<file path="src/hw/pcpu_bus_pkg.sv">
// peripheral bus definitions
// address map, bus widths and decoded target regions of the
// request/ready bus behind the CPU
`default_nettype none

package pcpu_bus_pkg;

    localparam int ADDR_W = 32;
    localparam int DATA_W = 32;

    // region select uses address bits above this one
    localparam int REGION_LSB = 24;

    localparam logic [ADDR_W-1:0] RAM_BASE   = 32'h0000_0000;
    localparam logic [ADDR_W-1:0] GPIO_BASE  = 32'h9000_0000;
    localparam logic [ADDR_W-1:0] TIMER_BASE = 32'h9100_0000;
    localparam logic [ADDR_W-1:0] INT_BASE   = 32'h9200_0000;

    typedef enum logic [2:0] {
        REG_RAM,
        REG_GPIO,
        REG_TIMER,
        REG_INT,
        REG_NONE
    } region_t;

endpackage

`default_nettype wire

</file>
<file path="src/hw/mem_bus_if.sv">
// memory bus interface
// one request/ready bus, address, write data, strobes, read data, ready
`timescale 1ns/1ps
`default_nettype none

interface mem_bus_if;
    import pcpu_bus_pkg::*;

    logic [ADDR_W-1:0] a;
    logic [DATA_W-1:0] d;
    logic              we;
    logic              rd;
    logic [DATA_W-1:0] spo;
    logic              ready;

    // requester side
    modport master (
        output a, d, we, rd,
        input  spo, ready
    );

    // responder side
    modport slave (
        input  a, d, we, rd,
        output spo, ready
    );

endinterface

`default_nettype wire

</file>
<file path="src/hw/timer.sv">
// programmable timer
// down-counter reloaded from a period register; pulses tick_irq
// each time it wraps, so a period P gives one pulse every P+1 cycles
`timescale 1ns/1ps
`default_nettype none

module timer #(
    parameter int TIMER_COUNTER = 1000
) (
    input  logic     clk,
    input  logic     rst_n,
    mem_bus_if.slave bus,
    output logic     tick_irq
);
    import pcpu_bus_pkg::*;

    localparam int W_PERIOD = 0;
    localparam int W_COUNT  = 1;

    logic [DATA_W-1:0] period;
    logic [DATA_W-1:0] count;
    logic              wr_period;

    assign wr_period = bus.we && (bus.a == W_PERIOD);

    always_ff @(posedge clk or negedge rst_n) begin
        if (!rst_n) begin
            period   <= DATA_W'(TIMER_COUNTER);
            count    <= DATA_W'(TIMER_COUNTER);
            tick_irq <= 1'b0;
        end else begin
            tick_irq <= 1'b0;
            if (wr_period) begin
                // new period restarts the count
                period <= bus.d;
                count  <= bus.d;
            end else if (count == '0) begin
                count    <= period;
                tick_irq <= 1'b1;
            end else begin
                count <= count - 1'b1;
            end
        end
    end

    always_comb begin
        bus.spo = '0;
        if (bus.a == W_PERIOD) begin
            bus.spo = period;
        end else if (bus.a == W_COUNT) begin
            bus.spo = count;
        end
    end

    assign bus.ready = bus.we || bus.rd;

endmodule

`default_nettype wire

</file>
<file path="src/flat_wrapper.sv">
// flat-port wrapper written by rule: the top's interface ports become plain ports
module timer_flat import pcpu_bus_pkg::*;
#(
    parameter int TIMER_COUNTER = 1000
)
  (clk, rst_n, tick_irq, bus_a, bus_d, bus_we, bus_rd, bus_spo, bus_ready);
  mem_bus_if bus_i ();
  input  logic clk;
  input  logic rst_n;
  output logic tick_irq;
  input wire logic [$bits(bus_i.a)-1:0] bus_a;
  input wire logic [$bits(bus_i.d)-1:0] bus_d;
  input wire logic [$bits(bus_i.we)-1:0] bus_we;
  input wire logic [$bits(bus_i.rd)-1:0] bus_rd;
  output wire logic [$bits(bus_i.spo)-1:0] bus_spo;
  output wire logic [$bits(bus_i.ready)-1:0] bus_ready;
  assign bus_i.a = bus_a;
  assign bus_i.d = bus_d;
  assign bus_i.we = bus_we;
  assign bus_i.rd = bus_rd;
  assign bus_spo = bus_i.spo;
  assign bus_ready = bus_i.ready;
  timer #(.TIMER_COUNTER(TIMER_COUNTER)) u_core (.clk(clk), .rst_n(rst_n), .bus(bus_i), .tick_irq(tick_irq));
endmodule
</file>
<file path="config.mk">
export PLATFORM = sky130hd
export DESIGN_NAME = timer_flat
export DESIGN_NICKNAME = d
export VERILOG_FILES = /design/src/hw/pcpu_bus_pkg.sv /design/src/hw/mem_bus_if.sv /design/src/hw/timer.sv /design/src/flat_wrapper.sv
export SDC_FILE = /design/constraint.sdc
export NUM_CORES = 1
export LEC_CHECK = 0
export ABC_AREA = 1
export BUFFER_PORTS_ARGS = -buffer_cell sky130_fd_sc_hd__buf_2
export CAP_MARGIN = 30
export CORE_MARGIN = 3
export CORE_UTILIZATION = 50
export DETAILED_ROUTE_END_ITERATION = 12
export PLACE_DENSITY = 0.81
export RECOVER_POWER = 100
export SLEW_MARGIN = 10
export SYNTH_ARGS = -nofsm -noshare
export SYNTH_HDL_FRONTEND = slang
export SYNTH_SLANG_ARGS = --single-unit
</file>
<file path="constraint.sdc">
create_clock -name clk -period 2.9 [get_ports clk]
set_clock_uncertainty 0.05 [all_clocks]
set_input_delay 0 -clock clk [delete_from_list [all_inputs] [get_ports clk]]
set_output_delay 0 -clock clk [all_outputs]
set_load 0.05 [all_outputs]
</file>
## Word-level counts from Yosys, hierarchy flattened

Cells that the tools add are included.
W data, S select, Z words.

| word-level totals | value |
|---|---|
| input bits | 68 |
| word-level logic and storage cells | 15 |
| output and inout bits | 34 |
| bits in registers | 65 |

| cells by class | value |
|---|---|
| reductions and logical operators | 4 |
| equality and inequality tests | 1 |
| add/subtract/negate cells | 1 |
| muxes and demuxes | 6 |

Operators by type and width:

| kind | number |
|---|---|
| $mux W32 | 4 |
| $logic_not A32 Y1 | 2 |
| $eq A32 B1 Y1 const B | 1 |
| $sub A32 B1 Y32 const B | 1 |
| $mux W1 | 2 |
| $logic_and A1 B1 Y1 | 1 |
| $logic_or A1 B1 Y1 | 1 |

## Depth between registers and ports, before layout

Gate-level depths: netlist of run 1.

| depth | value |
|---|---|
| depth after elaboration | 3 |
| mapped depth | 11 |

## Worst setup path before layout of run 1

Ideal clock, no wire load.

| timing path | value |
|---|---|
| path type | in2out |
| start point | input port bus_a[31] |
| end point | output port bus_spo[10] |
| cell stages on the path | 8 |
| path buffers | 1 |
| arrival | 1.794 ns |
| slack | 1.056 ns |
| required time | 2.850 ns |
| path through | nor2_1 > nand2_1 > nor2_1 > nand2_1 > nor3_1 > nand2_1 > clkbuf_1 > o21ai_0 |

| on the way | value |
|---|---|
| word-level cells in the longest chain between the ends | 3 |
| elaborated cells on any way between the ends | 4 |
| classes of those cells | 1 x eq/ne; 2 x mux; 1 x reduce/logical |

Ends and longest elaborated chain:

| what | line | RTL |
|---|---|---|
| start, declared | flat_wrapper.sv:11 | `input wire logic [$bits(bus_i.a)-1:0] bus_a;` |
| $eq A32 B1 Y1 | timer.sv:50 | `end else if (bus.a == W_COUNT) begin` |
| $mux W32 | timer.sv:50 |  |
| $mux W32 * | timer.sv:48 | `if (bus.a == W_PERIOD) begin` |
| end, declared | flat_wrapper.sv:15 | `output wire logic [$bits(bus_i.spo)-1:0] bus_spo;` |

Every way passes the cells marked *; elsewhere a longest branch is shown, timed or not.

## Final worst setup path of run 1

| timing path | value |
|---|---|
| start point | register u_core.count[7] |
| end point | register u_core.count[27] |

| on the way | value |
|---|---|
| word-level cells in the longest chain between the ends | 3 |
| elaborated cells on any way between the ends | 4 |
| classes of those cells | 1 x add/sub; 2 x mux; 1 x reduce/logical |

Ends and longest elaborated chain:

| what | line | RTL |
|---|---|---|
| start, declared | timer.sv:21 | `logic [DATA_W-1:0] count;` |
| start signal, assigned | timer.sv:29 | `count <= DATA_W'(TIMER_COUNTER);` |
| start signal, assigned | timer.sv:36 | `count <= bus.d;` |
| start signal, assigned | timer.sv:38 | `count <= period;` |
| $sub A32 B1 Y32 / $logic_not A32 Y1 (equally long branches) | timer.sv:41, timer.sv:37 |  |
| $mux W32 * | timer.sv:37 | `end else if (count == '0) begin` |
| $mux W32 * | timer.sv:33 | `if (wr_period) begin` |

Marked as above.
A chain may end at the register's enable or synchronous reset.

==> results of run 1 <==
-- worst min-delay path, cell delays in order --
cell,delay (ns)
buf_2,0.09
buf_4,0.25
nand3_1,0.16
nand2_1,0.06
-- registers in the layout, indices dropped and copies added (netlist names) --
register / count
u_core.tick_irq: 1
u_core.period: 32
u_core.count: 32
-- stage by stage --
| stage | cells | power, mW | setup WS [ns] | hold WS, ns |
|---|---|---|---|---|
| finish | 882 | 1.888 | 0.5481 | 0.1745 |
| global route | 882 | 1.963 | 0.3452 | 0.2170 |
| CTS | 881 | 1.903 | 0.8340 | 0.1660 |
| detailed placement | 832 | 1.013 | 0.8353 | 0.05589 |
| global placement | 832 | 1.010 | 0.9311 | 0.03749 |
| floorplan | 647 | 0.9418 | 1.056 | -0.3456 |
-- where the power goes --
part           switching, mW  internal [mW]
clock network          0.353          0.507
registers      0.00000000290          0.907
logic                 0.0530         0.0688
-- final timing paths --
| check | startpoint | end | cells after the start |
|---|---|---|---|
| setup reg to reg | u_core.count[7] | u_core.count[27] | 9 |
| max in group asynchronous | rst_n | u_core.period[26] | 2 |
| hold / removal | bus_we | u_core.period[9] | 4 |
| hold reg to reg | u_core.period[9] | u_core.period[9] | 2 |
| setup / recovery | u_core.count[7] | u_core.count[27] | 9 |
| min in group asynchronous | rst_n | u_core.period[29] | 2 |
-- kinds of logic (layout without fill, tap and decap cells) --
group	after synthesis	after routing	synth area share, %
AOI/OAI and AO/OA	52	52	6.267
xor gates and xnor gates	12	12	2.507
adders and majority gates	2	2	0.5967
buffers and inverters	77	210	7.610
DFF	65	65	39.15
and+or+nand+nor	439	439	43.87
-- routing by layer --
layer  vias to the layer above  global-route usage (%)
met5                         -                       0
li1                       2299                       -
met1                      2103                   33.50
met4                         0                   7.668
met2                       134                   43.54
met3                        17                   3.733
-- Yosys cell counts, drive strengths merged --
cell / number / area share, %
a21oi: 1 / 0.12
dfrtp: 53 / 32
o31ai: 1 / 0.18
clkbuf: 9 / 0.81
ha: 2 / 0.60
nand3: 75 / 9.0
nor4: 1 / 0.15
dfstp: 12 / 7.5
nand2: 260 / 24
xor2: 11 / 2.3
or2: 1 / 0.15
nand4: 7 / 1.0
inv: 53 / 4.7
nor3: 4 / 0.60
xnor2: 1 / 0.21
nor2: 91 / 9.5
o21ai: 50 / 6.0
buf: 15 / 2.1
-- final cells by class --
cell class | count | area share [%]
timing repair buffer | 141 | 16.52
clock buffer | 11 | 2.670
inverter | 53 | 3.757
sequential | 65 | 31.00
multi-input combinational | 505 | 42.15
tap | 102 | 2.410
clock inverter | 5 | 1.489
-- timing repair --
item | in CTS | in global routing
endpoints found under the hold margin | 92 | 0
endpoints found under the setup margin | 0 | 0
hold buffers | 33 | 0
==> metrics, run 1 <==
final instance area=around 0.0053 mm2; most common cell after layout, fill and taps aside=nand2_1; Layout area overhead=26.29%; Slew Viols, Final=31; area post-placement=between 0.004 and 0.005 mm2; crit path DAT=around 2.6 ns; Seq. cell area=approximately 0.0016 mm2; synthesized area=~0.0042 mm2; Power Density=about 360 mW/mm2; vias=between 4,000 and 5,000; kind of end point of the critical path=flip-flop; crit-path leading delay family=simple AND/OR/NAND/NOR gates; Post-Route Setup TNS=0 ns; CP startpoint kind=flip-flop; HP Class=in -> reg; vias per inst=roughly 5.2; Layout Nets=845; width of the die=around 98 um; All-Layer GR Usage=between 20% and 30%; Leak=slightly above 3 nW; Tcrit/Tclk final=81.10%; post-synthesis cell type count=26; Final Setup Violations=0; Setup Buffers After CTS=0; Avg WL per Cell=roughly 13 um; Critical Path RT=3.13 ns; CTS tree=yes; f_max=approximately 430 MHz; Clock Path Buffers=2; clk slew on worst S/H paths=about 0.08 ns; r2r setup slk=0.55 ns; largest net degree at the start of global routing=between 40 and 50; DP HPWL=roughly 9000 um; Avg Cell Area, Syn=6.480 um2; cts repair resizes=0; Final Core Density=66.79%; initial antenna violation count=0; commonest non-fill, non-tap cells in the layout=256 x nand2_1, 82 x buf_2, 75 x nor2_1, 75 x nand3_1, 53 x dfrtp_1; critical path class=reg -> reg; Synth Instances=647; Worst Path Max Fanout=13; Die Y=around 100 um; DR iter-0 viols=292; full die area=between 0.009 and 0.01 mm2; Port Buffer Count=between 100 and 150; Critical Path, Cell by Cell=nor2_1, nand2_2, nor2_1, nand4_1, clkbuf_1, nand2_1, nand2_1, nand2_1, nand2_1; ANT nets after route=0; max-cap viol count=1; most used cell, CP=nand2_1; Worst Path Buf+Inv=1; # H-tree levels=3; met3 WL=~580 um; Syn. warnings=0; Yosys reg bits=between 60 and 70; Highest Signal Layer=met4; Routed WL=between 10,000 and 15,000 um; GP Congestion=slightly above 0.9; WL met2=about 6000 um; Antenna Cells=0; vias in the first global route=between 4,000 and 5,000; Final Hold Fails=0; worst vdd ir=304.4 uV; failing checks=capacitance limit, slew limit; DR pass1 iterations=5; core area=approximately 0.0079 mm2; Max stage delay on crit path=approximately 0.56 ns; I/O Pins=just over 100; gr ovfl total=0; Filler Cells Inserted=735; CTS root buf=clkbuf_8; worst-margin pin slew=about 1.8 ns; Slew HR=-17.31%; status=finished, violations left; CTS Sinks=between 60 and 70; Post-Syn Nets=717; drc violations=0; worst skew pair latency=between 0.3 and 0.4 ns; footprint of the multi-input gates=0.002232 mm2; global-route wire length before repair=20,200 um; RSZ-0062 raised after global routing=false; M1 wire length=between 5000 and 6000 um; number of buffers created by CTS=9; initial core utilization=a little over half; row count=32; share of cells above drive strength 1=between 10% and 20%; fin crit period=2.352 ns; CP max-delay cell=dfstp_2; Seq/Total Area, Yosys=about two fifths
Power figures use the tool's default switching activity.
==> run 2, diff against run 1 <==
Settings changed: CORE_UTILIZATION 50 to 49, PLACE_DENSITY 0.81 to 0.83.
Clock period 2.9 ns to 1.94 ns, I/O delays scaled along.
==> metrics, run 2 (synthesis results as in run 1) <==
status=completed; vias per inst=5.219; max-cap viol count=0; number of buffers created by CTS=9; most used cell, CP=nand3_1; CTS root buf=clkbuf_8; non-filler cells, final=just under 900; r2r setup slk=around 0.14 ns; Avg WL per Cell=14.03 um; Seq. cell area=approximately 0.0016 mm2; hold path start=bus_we; initial antenna violation count=0; Port Buffer Count=roughly 100; worst slack, placed=roughly 0.013 ns; Slew Viols, Final=0; Final Core Density=between 60 and 70%; core area=0.008258 mm2; width of the die=between 90 and 100 um; # H-tree levels=3; CTS tree=yes; Slew HR=3.292%; critical path endpoint=u_core.count[25]; Worst Path Max Fanout=13; Routed WL=roughly 13,000 um; largest net degree at the start of global routing=66; fin crit period=about 1.8 ns; commonest non-fill, non-tap cells in the layout=253 x nand2_1, 75 x nand3_1, 72 x nor2_1; crit path DAT=between 2 and 2.5 ns; biggest regs=u_core.count (32), u_core.period (32), u_core.tick_irq (1); Critical R2R Launch=u_core.count[0]; Max stage delay on crit path=approximately 0.38 ns; final instance area=0.005450 mm2; FF-to-FF End=u_core.count[25]; CP startpoint kind=flip-flop; All-Layer GR Usage=a little over a quarter; worst-margin pin slew=between 1 and 1.5 ns; RSZ-0062 raised after global routing=false; Worst Path Buf+Inv=3; area post-placement=~0.0049 mm2; worst reg2reg path depth=11; Filler Cells Inserted=733; vias in the first global route=about 4,600; initial core utilization=about 51%; Critical Path RT=2.17 ns; Clock Path Buffers=2; worst skew pair latency=0.34 ns; share of cells above drive strength 1=between 20 and 25%; most common cell after layout, fill and taps aside=nand2_1; CTS Sinks=65; vias=around 4,700; worst vdd ir=364.4 uV; crit-path leading delay family=simple AND/OR/NAND/NOR gates; I/O Pins=a little over 100; Post-Route Setup TNS=0 ns; Die Y=~100 um; Tcrit/Tclk final=92.85%; critical path depth=11; HP Class=in -> reg; Critical Path, Cell by Cell=inv_1, ha_1, nand3_1, nor2_1, nand3_1, inv_1, nand2_1, buf_12, nand3_1, nand3_1, nand2_1; DR iter-0 viols=around 280; Final Setup Violations=0; full die area=0.009702 mm2; CP max-delay cell=dfrtp_1; GP Congestion=0.9492; Layout area overhead=29.99%; DP HPWL=9252 um; Leak=~3.2 nW; Layout Nets=between 800 and 900; final setup margin=0.1387 ns; kind of end point of the critical path=flip-flop; clk slew on worst S/H paths=about 0.07 ns; dpl cells=about 840; row count=33; ANT nets after route=0; worst hold path stage count=4; global-route wire length before repair=21,070 um; Power Density=531.7 mW/mm2; Final Hold Fails=0; gr ovfl total=0; CP Launch Point=u_core.count[0]; DR pass1 iterations=7; drc violations=0; critical path class=reg -> reg; f_max=approximately 560 MHz; footprint of the multi-input gates=0.002262 mm2
==> run 2: cell count changes in the layout (fill, tap and decap cells not counted), moves of 7 or more <==
cell	delta
buf_4	+7
buf_2	-13
clkbuf_1	-18
clkbuf_2	+33
==> run 2: layout make-up <==
cell class                 instances  area share (%)
tap                              105           2.410
sequential                        65           30.12
multi-input combinational        505           41.51
antenna                            1         0.04591
clock buffer                      14           3.168
timing repair buffer             150           18.00
clock inverter                     2           1.102
inverter                          53           3.650
==> run 2: routing by layer <==
layer	track usage, %	part of all wire [%]
met5	0	0
met4	8.403	1.8
met3	3.609	5.2
met2	46.18	50
met1	33.91	43
==> run 2: report_power, final <==
group	total (mW)	internal (mW)	switching, mW
Combinational	0.180	0.0995	0.0806
Clock	1.36	0.832	0.530
Sequential	1.36	1.36	0.00000000442
Total	2.90	2.29	0.611
==> run 2: metrics by stage <==
stage / power (mW) / hold slack [ns]
floorplan: 1.408 / -0.3456
global placement: 1.510 / -0.005295
detailed placement: 1.515 / -0.006759
CTS: 2.916 / 0.1258
global route: 2.993 / 0.1722
finish: 2.898 / 0.1361
==> run 2: worst min path at each step <==
stage and to:
2_1_floorplan u_core.count[0], 3_3_place_gp u_core.period[26], 3_5_place_dp u_core.tick_irq, 4_1_cts u_core.period[7]
5_1_grt u_core.period[7], 6_report u_core.period[7]
==> run 2: worst min-delay path: stages <==
cell	delay (ns)
buf_2	0.09
nand2_2	0.25
nand2_1	0.13
nand2_1	0.04
==> run 2: repair_timing <==
item,in CTS,in global routing
endpoints found under the hold margin,129,0
buffers inserted,0,1
hold buffers,33,0
gates resized for setup,2,4
pin swaps,0,1
setup endpoints to repair,2,10
gates cloned,0,0
