$ cat src/hw/pcpu_bus_pkg.sv
// peripheral bus definitions
// address map, bus widths and decoded target regions of the
// request/ready bus behind the CPU
`default_nettype none

package pcpu_bus_pkg;

    localparam int ADDR_W = 32;
    localparam int DATA_W = 32;

    // region select uses address bits above this one
    localparam int REGION_LSB = 24;

    localparam logic [ADDR_W-1:0] RAM_BASE   = 32'h0000_0000;
    localparam logic [ADDR_W-1:0] GPIO_BASE  = 32'h9000_0000;
    localparam logic [ADDR_W-1:0] TIMER_BASE = 32'h9100_0000;
    localparam logic [ADDR_W-1:0] INT_BASE   = 32'h9200_0000;

    typedef enum logic [2:0] {
        REG_RAM,
        REG_GPIO,
        REG_TIMER,
        REG_INT,
        REG_NONE
    } region_t;

endpackage

`default_nettype wire

$ cat src/hw/mem_bus_if.sv
// memory bus interface
// one request/ready bus, address, write data, strobes, read data, ready
`timescale 1ns/1ps
`default_nettype none

interface mem_bus_if;
    import pcpu_bus_pkg::*;

    logic [ADDR_W-1:0] a;
    logic [DATA_W-1:0] d;
    logic              we;
    logic              rd;
    logic [DATA_W-1:0] spo;
    logic              ready;

    // requester side
    modport master (
        output a, d, we, rd,
        input  spo, ready
    );

    // responder side
    modport slave (
        input  a, d, we, rd,
        output spo, ready
    );

endinterface

`default_nettype wire

$ cat src/hw/gpio.sv
// GPIO block
// LED output register, synchronized button read-back and a
// one-cycle interrupt on any button rising edge
`timescale 1ns/1ps
`default_nettype none

module gpio #(
    parameter int N_BTN = 2,
    parameter int N_LED = 4
) (
    input  logic             clk,
    input  logic             rst_n,
    mem_bus_if.slave         bus,
    input  logic [N_BTN-1:0] btn,
    output logic [N_LED-1:0] led,
    output logic             btn_irq
);
    import pcpu_bus_pkg::*;

    localparam int W_LED = 0;
    localparam int W_BTN = 1;

    logic [N_BTN-1:0] btn_meta;
    logic [N_BTN-1:0] btn_sync;
    logic [N_BTN-1:0] btn_prev;

    always_ff @(posedge clk or negedge rst_n) begin
        if (!rst_n) begin
            btn_meta <= '0;
            btn_sync <= '0;
            btn_prev <= '0;
            btn_irq  <= 1'b0;
            led      <= '0;
        end else begin
            btn_meta <= btn;
            btn_sync <= btn_meta;
            btn_prev <= btn_sync;
            btn_irq  <= |(btn_sync & ~btn_prev);
            if (bus.we && bus.a == W_LED) begin
                led <= bus.d[N_LED-1:0];
            end
        end
    end

    always_comb begin
        bus.spo = '0;
        if (bus.a == W_LED) begin
            bus.spo[N_LED-1:0] = led;
        end else if (bus.a == W_BTN) begin
            bus.spo[N_BTN-1:0] = btn_sync;
        end
    end

    assign bus.ready = bus.we || bus.rd;

endmodule

`default_nettype wire

$ cat src/flat_wrapper.sv
// flat-port wrapper written by rule: the top's interface ports become plain ports
module gpio_flat import pcpu_bus_pkg::*;
#(
    parameter int N_BTN = 2,
    parameter int N_LED = 4
)
  (clk, rst_n, btn, led, btn_irq, bus_a, bus_d, bus_we, bus_rd, bus_spo, bus_ready);
  mem_bus_if bus_i ();
  input  logic clk;
  input  logic rst_n;
  input  logic [N_BTN-1:0] btn;
  output logic [N_LED-1:0] led;
  output logic btn_irq;
  input wire logic [$bits(bus_i.a)-1:0] bus_a;
  input wire logic [$bits(bus_i.d)-1:0] bus_d;
  input wire logic [$bits(bus_i.we)-1:0] bus_we;
  input wire logic [$bits(bus_i.rd)-1:0] bus_rd;
  output wire logic [$bits(bus_i.spo)-1:0] bus_spo;
  output wire logic [$bits(bus_i.ready)-1:0] bus_ready;
  assign bus_i.a = bus_a;
  assign bus_i.d = bus_d;
  assign bus_i.we = bus_we;
  assign bus_i.rd = bus_rd;
  assign bus_spo = bus_i.spo;
  assign bus_ready = bus_i.ready;
  gpio #(.N_BTN(N_BTN), .N_LED(N_LED)) u_core (.clk(clk), .rst_n(rst_n), .bus(bus_i), .btn(btn), .led(led), .btn_irq(btn_irq));
endmodule
$ cat config.mk
export PLATFORM = sky130hd
export DESIGN_NAME = gpio_flat
export DESIGN_NICKNAME = d
export VERILOG_FILES = /design/src/hw/pcpu_bus_pkg.sv /design/src/hw/mem_bus_if.sv /design/src/hw/gpio.sv /design/src/flat_wrapper.sv
export SDC_FILE = /design/constraint.sdc
export NUM_CORES = 1
export LEC_CHECK = 0
export ABC_AREA = 1
export BUFFER_PORTS_ARGS = -buffer_cell sky130_fd_sc_hd__buf_2
export CAP_MARGIN = 15
export CORE_MARGIN = 2
export CORE_UTILIZATION = 31
export CTS_CLUSTER_SIZE = 10
export DETAILED_ROUTE_END_ITERATION = 7
export GPL_TIMING_DRIVEN = 0
export PLACE_DENSITY = 0.77
export SYNTH_ARGS = -nofsm -noshare
export SYNTH_HDL_FRONTEND = slang
export SYNTH_SLANG_ARGS = --single-unit
$ cat constraint.sdc
create_clock -name clk -period 1.1 [get_ports clk]
set_input_delay 0.22 -clock clk [delete_from_list [all_inputs] [get_ports clk]]
set_output_delay 0.22 -clock clk [all_outputs]
set_load 0.02 [all_outputs]
Yosys cells after proc, flatten, opt, wreduce, memory -nomap -nowiden
Index checks and enable logic that the tools add are counted.
{ "word_totals": {"regBits": 11, "input_bits": 70, "output_inout_bits": 38, "wordCells": 15} }
{ "op_classes": {"n_eq_ne": 1, "mux": 3, "bitwise": 2, "n_reduce_logical": 4} }
{ "ops": {"columns": ["op", "count"], "rows": [
  ["32-bit by 1-bit equality test with 1-bit output (second input constant)", 1],
  ["32-bit logical NOT", 1],
  ["2-bit 2-to-1 mux", 3],
  ["2-bit AND", 1],
  ["2-bit inverter", 1],
  ["2-bit OR reduction", 1],
  ["1-bit logical AND", 1],
  ["1-bit logical OR", 1]
]} }

Depth between registers and ports, before layout
Gate-level depths: netlist of the first run.
{ "logic_depth": {"word_depth": 3, "ltp_mapped": 8, "mapped_depth_nobuf": 8} }

Worst setup path before layout of the first run
No wires, ideal clock.
{ "synth_timing": {"path_kind": "input to output", "start": "input port bus_a[31]", "end": "output port bus_spo[2]", "arrival_time_ns": 1.070, "required_time_ns": 0.880, "slack_ns": -0.190, "stages": 7, "cell_sequence": "nor2_1 -> nand2_1 -> nor2_2 -> nand2_4 -> nor2_8 -> inv_2 -> nor2_1"} }
{ "synth_between": {"elab_chain_len": 2} }
{ "synth_lines": {"columns": ["item", "line_no", "rtl"], "rows": [
  ["from (decl)", "flat_wrapper.sv:14", "input wire logic [$bits(bus_i.a)-1:0] bus_a;"],
  ["32-bit logical NOT", "gpio.sv:47", "if (bus.a == W_LED) begin"],
  ["2-bit 2-to-1 mux", "gpio.sv:47", null],
  ["to (decl)", "flat_wrapper.sv:18", "output wire logic [$bits(bus_i.spo)-1:0] bus_spo;"]
]} }
No other way between the ends.

Worst setup path after layout of the first run
{ "layout_timing": {"start": "input port bus_a[18]", "end": "output port bus_spo[3]"} }
Same word-level chain as after synthesis.

==> flow_summary_export.csv, run 1 <==
group,metric,value,unit
power,p_leak,0.8427,nW
floorplan,dieArea,3015,um2
yosys,syn_inst,103,
clock_tree,clock-sinks,11,
outcome,violations,"negative setup slack",
global_routing,track_usage,0.1134,
global_routing,antenna_found_initial,0,
power,powerDensity,697.0,nW/um2
cells_and_area,fin_nets,259,
timing,worst_clock_skew,0.003130,ns
timing,report.final.hold_viol_count,0,
clock_tree,clk_pin_slew,0.06,ns
timing,finalCritPeriodShare,1.220,
timing,min_period,1.342,ns
detailed_routing,first_pass_iters,4,
cells_and_area,drive_gt1_frac,0.6543,
global_routing,grt_pass1_vias,672,
clock_tree,cts_root_buf,"clkbuf_4",
yosys,ys_ff_latch,11,
yosys,syn-cell-area,803.3,um2
setup_path,worstPathMaxFanout,4,
detailed_routing,viasPerCell,3.757,
floorplan,ios,108,
power,ir_worst_vdd,636.2,uV
detailed_routing,post_drt_wl_per_cell,8.050,um
placed_design,portBuffers,51,
timing,rsz0062_at_grt,"true",
cells_and_area,final_cell_mix,"buf_2, buf_4, conb_1, nor2_4, buf_6",
detailed_routing,first_iter_violations,1,
yosys,async_flop_share,1.000,
yosys,seq_area_frac_synth,0.3427,
detailed_routing,num_vias,819,
cells_and_area,areaGrowthSynthToFinish,85.83,%
timing,fin_setup_tns,-0.9289,ns
setup_path,criticalPathCategory,"in2out",
clock_tree,cts_tree,"built",
timing,setup_ws,-0.2417,ns
run,max_cap_viol_count,0,
placed_design,hpwl,1.441,mm
floorplan,start_util,0.3242,
yosys,synth_edf_count,0,
clock_tree,h-tree-depth,1,
timing,finalSetupViolCount,4,
yosys,synth-main-ff-cell,"dfrtp_1",
setup_path,critPathLaunchType,"input pin",
detailed_routing,finalWirelength,1.755,mm
timing,report.final.slew_viol_count,0,
floorplan,die_w,54.91,um
placed_design,routabilityCongestion,0.6614,
yosys,ys.warnings.count,0,
setup_path,cp.required,0.88,ns
min_path,hold_path_class,"in2reg",
yosys,postSynthAreaPerCell,7.799,um2
global_routing,grt_start_max_net_pins,12,
cells_and_area,antenna_cells,0,
cells_and_area,final_cell_count_no_fill,218,
clock_tree,clk_latency,0.26,ns
yosys,yosys.cell_types.count,15,
floorplan,die_h,54.91,um
cells_and_area,layout_commonest_cell,"buf_2",
outcome,status,"finished, violations left",
setup_path,arrival,1.12,ns
placed_design,dp_cells,211,
floorplan,rows,18,
setup_path,crit_path_end_kind,"output port",
clock_tree,cts_buffer_depth,2,
timing,fmax,0.7453,GHz
floorplan,core_area,2477,um2
global_routing,grt_overflow,0,
placed_design,pre_cts_ws,-0.3329,ns
global_routing,grt_pass1_wl,2.511,mm
detailed_routing,drtAntennaViolNets,0,
clock_tree,numCtsBuffers,3,
detailed_routing,drc,0,
[kinds of logic (layout without fill, tap and decap cells)]
group           Yosys count  after routing  share of synthesized area
compound gates            1              1                   0.007793
buf+inv                  33             91                     0.2850
flops                    11             11                     0.3427
simple gates             57             57                     0.3598
other cells               1             28                   0.004668
[stage by stage]
| stage | cell area [um2] | total power [mW] | util | hold WS [ns] |
|---|---|---|---|---|
| floorplan | 982.2 | 0.6321 | - | -0.07559 |
| global placement | 1275 | 0.7302 | 0.5146 | 0.09350 |
| detailed placement | 1275 | 0.7352 | 0.5146 | 0.09743 |
| CTS | 1381 | 1.008 | 0.5576 | 0.05641 |
| global route | 1493 | 1.113 | 0.6025 | 0.04222 |
| finish | 1493 | 1.040 | 0.6025 | 0.06188 |
[metal layers]
| metal | global-route usage | share of wire | vias to the layer above |
|---|---|---|---|
| met5 | 0 | 0 | - |
| met4 | 0.01220 | 0.0097 | 0 |
| met3 | 0.04032 | 0.10 | 2 |
| met2 | 0.2242 | 0.59 | 45 |
| met1 | 0.1164 | 0.30 | 346 |
| li1 | - | - | 426 |
[sequential cells by signal, summed over array words and instances (netlist names)]
signal           flops
u_core.btn_prev      2
u_core.btn_sync      2
u_core.btn_meta      2
u_core.led           4
u_core.btn_irq       1
[power breakdown]
part / internal [mW] / leakage (nW) / switching [mW]
Combinational: 0.175 / 0.690 / 0.180
Sequential: 0.418 / 0.138 / 0.00599
Clock: 0.140 / 0.0150 / 0.121
Total: 0.733 / 0.843 / 0.307
[Yosys cell counts, types with 2 or more instances]
library cell / count / area share
nand2_4: 3 / 0.042
nand3_1: 6 / 0.037
buf_4: 28 / 0.26
nor2_2: 3 / 0.023
dfrtp_1: 11 / 0.34
inv_1: 4 / 0.019
nand2_1: 21 / 0.098
nor2_4: 2 / 0.028
nor2_1: 19 / 0.089
[final cells by class]
type / instances / area, um2
buffer: 28 / 210.2
clock buffer: 4 / 26.28
fill: 215 / 984.7
inverter: 5 / 21.27
multi-input combinational: 86 / 548.0
sequential: 11 / 275.3
tap: 30 / 37.54
timing repair buffer: 54 / 374.1
[final timing paths]
path                                              start                           end  slack [ns]  cells after the start
min                                              btn[0]  u_core.btn_meta[0]$_DFF_PN0_        0.06                      1
max in group asynchronous                         rst_n     u_core.led[1]$_DFFE_PN0P_        0.55                      2
min in group asynchronous                         rst_n     u_core.led[3]$_DFFE_PN0P_        0.35                      2
min reg2reg                u_core.btn_meta[1]$_DFF_PN0_  u_core.btn_sync[1]$_DFF_PN0_        0.35                      0
max                                           bus_a[18]                    bus_spo[3]       -0.24                      9
max reg2reg                u_core.btn_sync[1]$_DFF_PN0_      u_core.btn_irq$_DFF_PN0_        0.46                      2
[repair_timing]
action	CTS	global route
hold buffers	1	0
buffers inserted	2	0
hold endpoints to repair	11	0
resized for setup	15	25
endpoints found under the setup margin	4	8
pin swaps	7	21
[critical path, stage by stage]
cell,delay (ns)
buf_2,0.11
nor2_4,0.09
nand2_2,0.06
nor2_4,0.12
nand2_4,0.09
nor2_8,0.15
inv_4,0.06
nor2_4,0.10
buf_6,0.12
Note: power is estimated with default switching activity, not from simulation.
==> run 2: changes to the inputs <==
--- a/config.mk
+++ b/config.mk
@@ -13,6 +13,7 @@
 export CTS_CLUSTER_SIZE = 10
 export DETAILED_ROUTE_END_ITERATION = 7
 export GPL_TIMING_DRIVEN = 0
+export MAX_ROUTING_LAYER = met4
 export PLACE_DENSITY = 0.77
 export SYNTH_ARGS = -nofsm -noshare
 export SYNTH_HDL_FRONTEND = slang
==> flow_summary_export.csv, run 2 (synthesis gave the netlist of run 1 again) <==
group,metric,value,unit
outcome,status,"finished, violations left",
outcome,violations,"negative setup slack",
setup_path,crit_path_max_incr_delay,0.13,ns
detailed_routing,drc,0,
setup_path,criticalPathCategory,"in2out",
floorplan,rows,18,
power,ir_worst_vdd,636.2,uV
timing,worst_clock_skew,0.003090,ns
cells_and_area,fin_nets,259,
detailed_routing,first_iter_violations,1,
global_routing,grt_start_max_net_pins,12,
power,p_leak,0.8427,nW
global_routing,grt_pass1_vias,673,
clock_tree,clock-sinks,11,
timing,whs,0.06188,ns
global_routing,antenna_found_initial,0,
clock_tree,clk_latency,0.26,ns
timing,min_period,1.342,ns
clock_tree,cts_buffer_depth,2,
setup_path,critPathCapture,"bus_spo[3]",
setup_path,regToRegSetupSlack,0.46,ns
global_routing,grt_pass1_wl,2.511,mm
clock_tree,cts_tree,"built",
timing,rsz0062_at_grt,"true",
clock_tree,h-tree-depth,1,
detailed_routing,post_drt_wl_per_cell,8.064,um
placed_design,hpwl,1.441,mm
global_routing,track_usage,0.1166,
setup_path,worstPathMaxFanout,4,
timing,fmax,0.7451,GHz
detailed_routing,num_vias,819,
clock_tree,cts_root_buf,"clkbuf_4",
min_path,worstHoldStart,"btn[0]",
cells_and_area,largest_reg_flops,4,
detailed_routing,first_pass_iters,4,
timing,setup_ws,-0.2421,ns
timing,report.final.slew_viol_count,0,
placed_design,portBuffers,51,
setup_path,crit_path_end_kind,"output port",
clock_tree,numCtsBuffers,3,
cells_and_area,areaGrowthSynthToFinish,85.83,%
placed_design,routabilityCongestion,0.6676,
placed_design,pre_cts_ws,-0.3329,ns
cells_and_area,regMostFlops,"u_core.led",
run,max_cap_viol_count,0,
floorplan,die_h,54.91,um
setup_path,path_cells,"buf_6 > nor2_2 > nand2_2 > nor2_4 > nand2_4 > nor2_8 > inv_4 > nor2_4 > buf_6",
cells_and_area,drive_gt1_frac,0.6543,
floorplan,dieArea,3015,um2
setup_path,critPathLaunchType,"input pin",
setup_path,reg2reg_depth,2,
floorplan,start_util,0.3242,
global_routing,grt_overflow,0,
floorplan,ios,108,
min_path,hold_path_class,"in2reg",
setup_path,cp.required,0.88,ns
timing,finalSetupViolCount,4,
power,powerDensity,697.0,nW/um2
timing,report.final.hold_viol_count,0,
setup_path,arrival,1.12,ns
setup_path,r2r-end,"u_core.btn_irq$_DFF_PN0_",
clock_tree,clk_pin_slew,0.06,ns
setup_path,slowest_stage,"nor2_4",
cells_and_area,layout_commonest_cell,"buf_2",
setup_path,startpoint,"bus_a[14]",
cells_and_area,final_cell_mix,"buf_2, buf_4, conb_1, nor2_4, buf_6",
floorplan,die_w,54.91,um
setup_path,r2r-start,"u_core.btn_sync[1]$_DFF_PN0_",
floorplan,core_area,2477,um2
detailed_routing,drtAntennaViolNets,0,
timing,finalCritPeriodShare,1.220,
detailed_routing,viasPerCell,3.757,
cells_and_area,antenna_cells,0,
detailed_routing,finalWirelength,1.758,mm
-- run 2: worst min path at each step --
stage / cells past startpoint / slack, ns / end
finish: 1 / 0.06 / u_core.btn_meta[0]$_DFF_PN0_
global placement: 1 / 0.09 / u_core.led[3]$_DFFE_PN0P_
global route: 1 / 0.04 / u_core.btn_meta[1]$_DFF_PN0_
CTS: 1 / 0.06 / u_core.btn_meta[1]$_DFF_PN0_
floorplan: 0 / -0.08 / u_core.btn_irq$_DFF_PN0_
detailed placement: 1 / 0.1 / u_core.led[3]$_DFFE_PN0P_
-- run 2: metal layers --
layer | wire, um | track usage | up-vias | part of all wire
met4 | 0 | 0.01220 | 0 | 0
met1 | 527 | 0.1164 | 348 | 0.30
met5 | 0 | - | - | 0
met2 | 1047 | 0.2242 | 45 | 0.60
li1 | - | - | 426 | -
met3 | 183 | 0.04032 | 0 | 0.10
-- run 2: timing repair --
action                                  in CTS  in global routing
hold endpoints to repair                    11                  0
gates resized for setup                     15                 25
pin swaps                                    7                 21
gates cloned                                 0                  0
buffers inserted                             2                  0
hold buffers                                 1                  0
endpoints found under the setup margin       4                  8
-- run 2: power breakdown --
part	internal, mW	leakage [nW]	switching, mW
clock network	0.140	0.0150	0.121
registers	0.418	0.138	0.00597
logic	0.175	0.690	0.180
total	0.733	0.843	0.307
-- run 2: worst max-delay path, delay by kind of cell --
kind | cells | cell delay (ns)
buf+inv | 3 | 0.27
simple gates | 6 | 0.61
-- run 2: area by class of cell --
class / count / area [um2]
Fill cell: 215 / 984.7
Multi-Input combinational cell: 86 / 548.0
Timing Repair Buffer: 54 / 374.1
Sequential cell: 11 / 275.3
Buffer: 28 / 210.2
Tap cell: 30 / 37.54
Clock buffer: 4 / 26.28
Inverter: 5 / 21.27
-- run 2: per-stage QoR --
step | std cells | setup TNS (ns) | util | cell area [um2] | power, mW
3_3_place_gp | 211 | -1.649 | 0.5146 | 1275 | 0.7302
3_5_place_dp | 211 | -1.696 | 0.5146 | 1275 | 0.7352
4_1_cts | 218 | -0.9768 | 0.5576 | 1381 | 1.008
6_report | 218 | -0.9364 | 0.6025 | 1493 | 1.040
2_1_floorplan | 130 | -0.2182 | - | 982.2 | 0.6321
5_1_grt | 218 | -1.370 | 0.6025 | 1493 | 1.113
==> run 3: changes to the inputs <==
==> constraint.sdc (replaced) <==
create_clock -name clk -period 1.3 [get_ports clk]
set_input_delay 0.26 -clock clk [delete_from_list [all_inputs] [get_ports clk]]
set_output_delay 0.26 -clock clk [all_outputs]
set_load 0.02 [all_outputs]
==> flow_summary_export.csv, run 3 (synthesis gave the netlist of run 1 again) <==
group,metric,value,unit
outcome,status,"finished, violations left",
outcome,violations,"negative setup slack",
detailed_routing,num_vias,806,
power,ir_worst_vdd,639.8,uV
detailed_routing,drtAntennaViolNets,0,
setup_path,criticalPathCategory,"in2out",
cells_and_area,final_cell_mix,"buf_2, buf_4, conb_1, buf_6, nand2_1",
clock_tree,h-tree-depth,1,
cells_and_area,regMostFlops,"u_core.led",
power,p_leak,0.8469,nW
detailed_routing,post_drt_wl_per_cell,8.248,um
clock_tree,clock-sinks,11,
placed_design,routabilityCongestion,0.6536,
timing,min_period,1.445,ns
placed_design,hpwl,1.325,mm
timing,rsz0062_at_grt,"true",
cells_and_area,drive_gt1_frac,0.6170,
power,seqPwrFrac,0.414,
detailed_routing,first_pass_iters,2,
cells_and_area,num-fill-cells,231,
clock_tree,cts_tree,"built",
cells_and_area,areaGrowthSynthToFinish,82.09,%
timing,finalSetupViolCount,4,
timing,worst_clock_skew,0.0008434,ns
global_routing,grt_overflow,0,
timing,report.final.hold_viol_count,0,
floorplan,core_area,2477,um2
timing,setup_ws,-0.1445,ns
detailed_routing,viasPerCell,3.697,
global_routing,antenna_found_initial,0,
detailed_routing,drc,0,
power,switchingPower,0.2442,mW
detailed_routing,met3_length,186,um
power,comb_power_share,0.336,
timing,fin_setup_tns,-0.5000,ns
clock_tree,cts_root_buf,"clkbuf_4",
floorplan,start_util,0.3242,
cells_and_area,fin_nets,259,
power,switching_share,0.2821,
clock_tree,clk_latency,0.26,ns
timing,finalCritPeriodShare,1.111,
global_routing,grt_pass1_vias,658,
setup_path,worstPathMaxFanout,5,
floorplan,dieArea,3015,um2
run,max_cap_viol_count,0,
cells_and_area,antenna_cells,0,
placed_design,portBuffers,51,
global_routing,grt_pass1_wl,2.290,mm
cells_and_area,fin_util,0.5904,
timing,fmax,0.6923,GHz
detailed_routing,wl_met2,1.080,mm
detailed_routing,met1_length,530,um
floorplan,die_h,54.91,um
floorplan,ios,108,
detailed_routing,top_layer,"met3",
cells_and_area,layout_commonest_cell,"buf_2",
power,powerDensity,592.0,nW/um2
clock_tree,cts_buffer_depth,2,
setup_path,crit_path_end_kind,"output port",
power,clkPwrFrac,0.250,
power,internal_power,0.6217,mW
detailed_routing,finalWirelength,1.798,mm
cells_and_area,largest_reg_flops,4,
timing,whs,0.1033,ns
global_routing,track_usage,0.1101,
floorplan,die_w,54.91,um
min_path,hold_path_class,"in2reg",
floorplan,rows,18,
setup_path,critPathLaunchType,"input pin",
setup_path,arrival,1.18,ns
timing,report.final.slew_viol_count,0,
setup_path,cp.required,1.04,ns
clock_tree,clk_pin_slew,0.06,ns
detailed_routing,first_iter_violations,2,
clock_tree,numCtsBuffers,3,
global_routing,grt_start_max_net_pins,12,
## run 3: cell type report
class	count	area [um2]	area share
clock buffer	4	26.28	0.01796
tap	30	37.54	0.02566
timing repair buffer	54	399.1	0.2729
multi-input combinational	86	493.0	0.3370
buffer	28	210.2	0.1437
sequential	11	275.3	0.1882
inverter	5	21.27	0.01454
## run 3: timing repair
action | 4_1_cts | 5_1_grt
hold buffers | 1 | 0
pin swaps | 11 | 26
buffers inserted | 2 | 0
endpoints found under the setup margin | 4 | 4
endpoints found under the hold margin | 11 | 0
gates resized for setup | 13 | 40
## run 3: power groups by stage
stage | Sequential [mW] | Clock, mW | Combinational (mW)
finish | 0.358 | 0.217 | 0.291
global route | 0.359 | 0.249 | 0.317
CTS | 0.358 | 0.229 | 0.246
detailed placement | 0.365 | 0 | 0.236
global placement | 0.364 | 0 | 0.234
floorplan | 0.367 | 0 | 0.159
## run 3: final timing paths
kind                                              start                      endpoint  slack, ns  cells after the start
min reg2reg                u_core.btn_meta[1]$_DFF_PN0_  u_core.btn_sync[1]$_DFF_PN0_       0.35                      0
max                                            bus_a[4]                    bus_spo[3]      -0.14                      9
min                                              btn[1]  u_core.btn_meta[1]$_DFF_PN0_       0.10                      1
max in group asynchronous                         rst_n  u_core.btn_meta[0]$_DFF_PN0_       0.71                      2
max reg2reg                   u_core.led[3]$_DFFE_PN0P_     u_core.led[3]$_DFFE_PN0P_       0.68                      2
min in group asynchronous                         rst_n  u_core.btn_prev[0]$_DFF_PN0_       0.40                      2
## run 3: metal layers
| metal | global-route usage | vias to the layer above |
|---|---|---|
| li1 | - | 428 |
| met1 | 0.09244 | 338 |
| met2 | 0.2163 | 40 |
| met3 | 0.05645 | 0 |
| met4 | 0.01626 | 0 |
| met5 | - | - |
## run 3: through the flow
step	total power, mW	cells	cell area, um2	setup slack, ns
2_1_floorplan	0.5264	130	904.6	-0.07015
3_3_place_gp	0.5980	211	1197	-0.1777
3_5_place_dp	0.6008	211	1197	-0.1957
4_1_cts	0.8334	218	1297	-0.1326
5_1_grt	0.9252	218	1463	-0.2195
6_report	0.8659	218	1463	-0.1445
## run 3: critical path, stage by stage
cell	delay, ns
buf_6	0.09
nor2_2	0.09
nand2_1	0.08
nor2_2	0.15
nand2_4	0.09
nor2_8	0.13
inv_4	0.06
nor2_4	0.11
buf_6	0.12
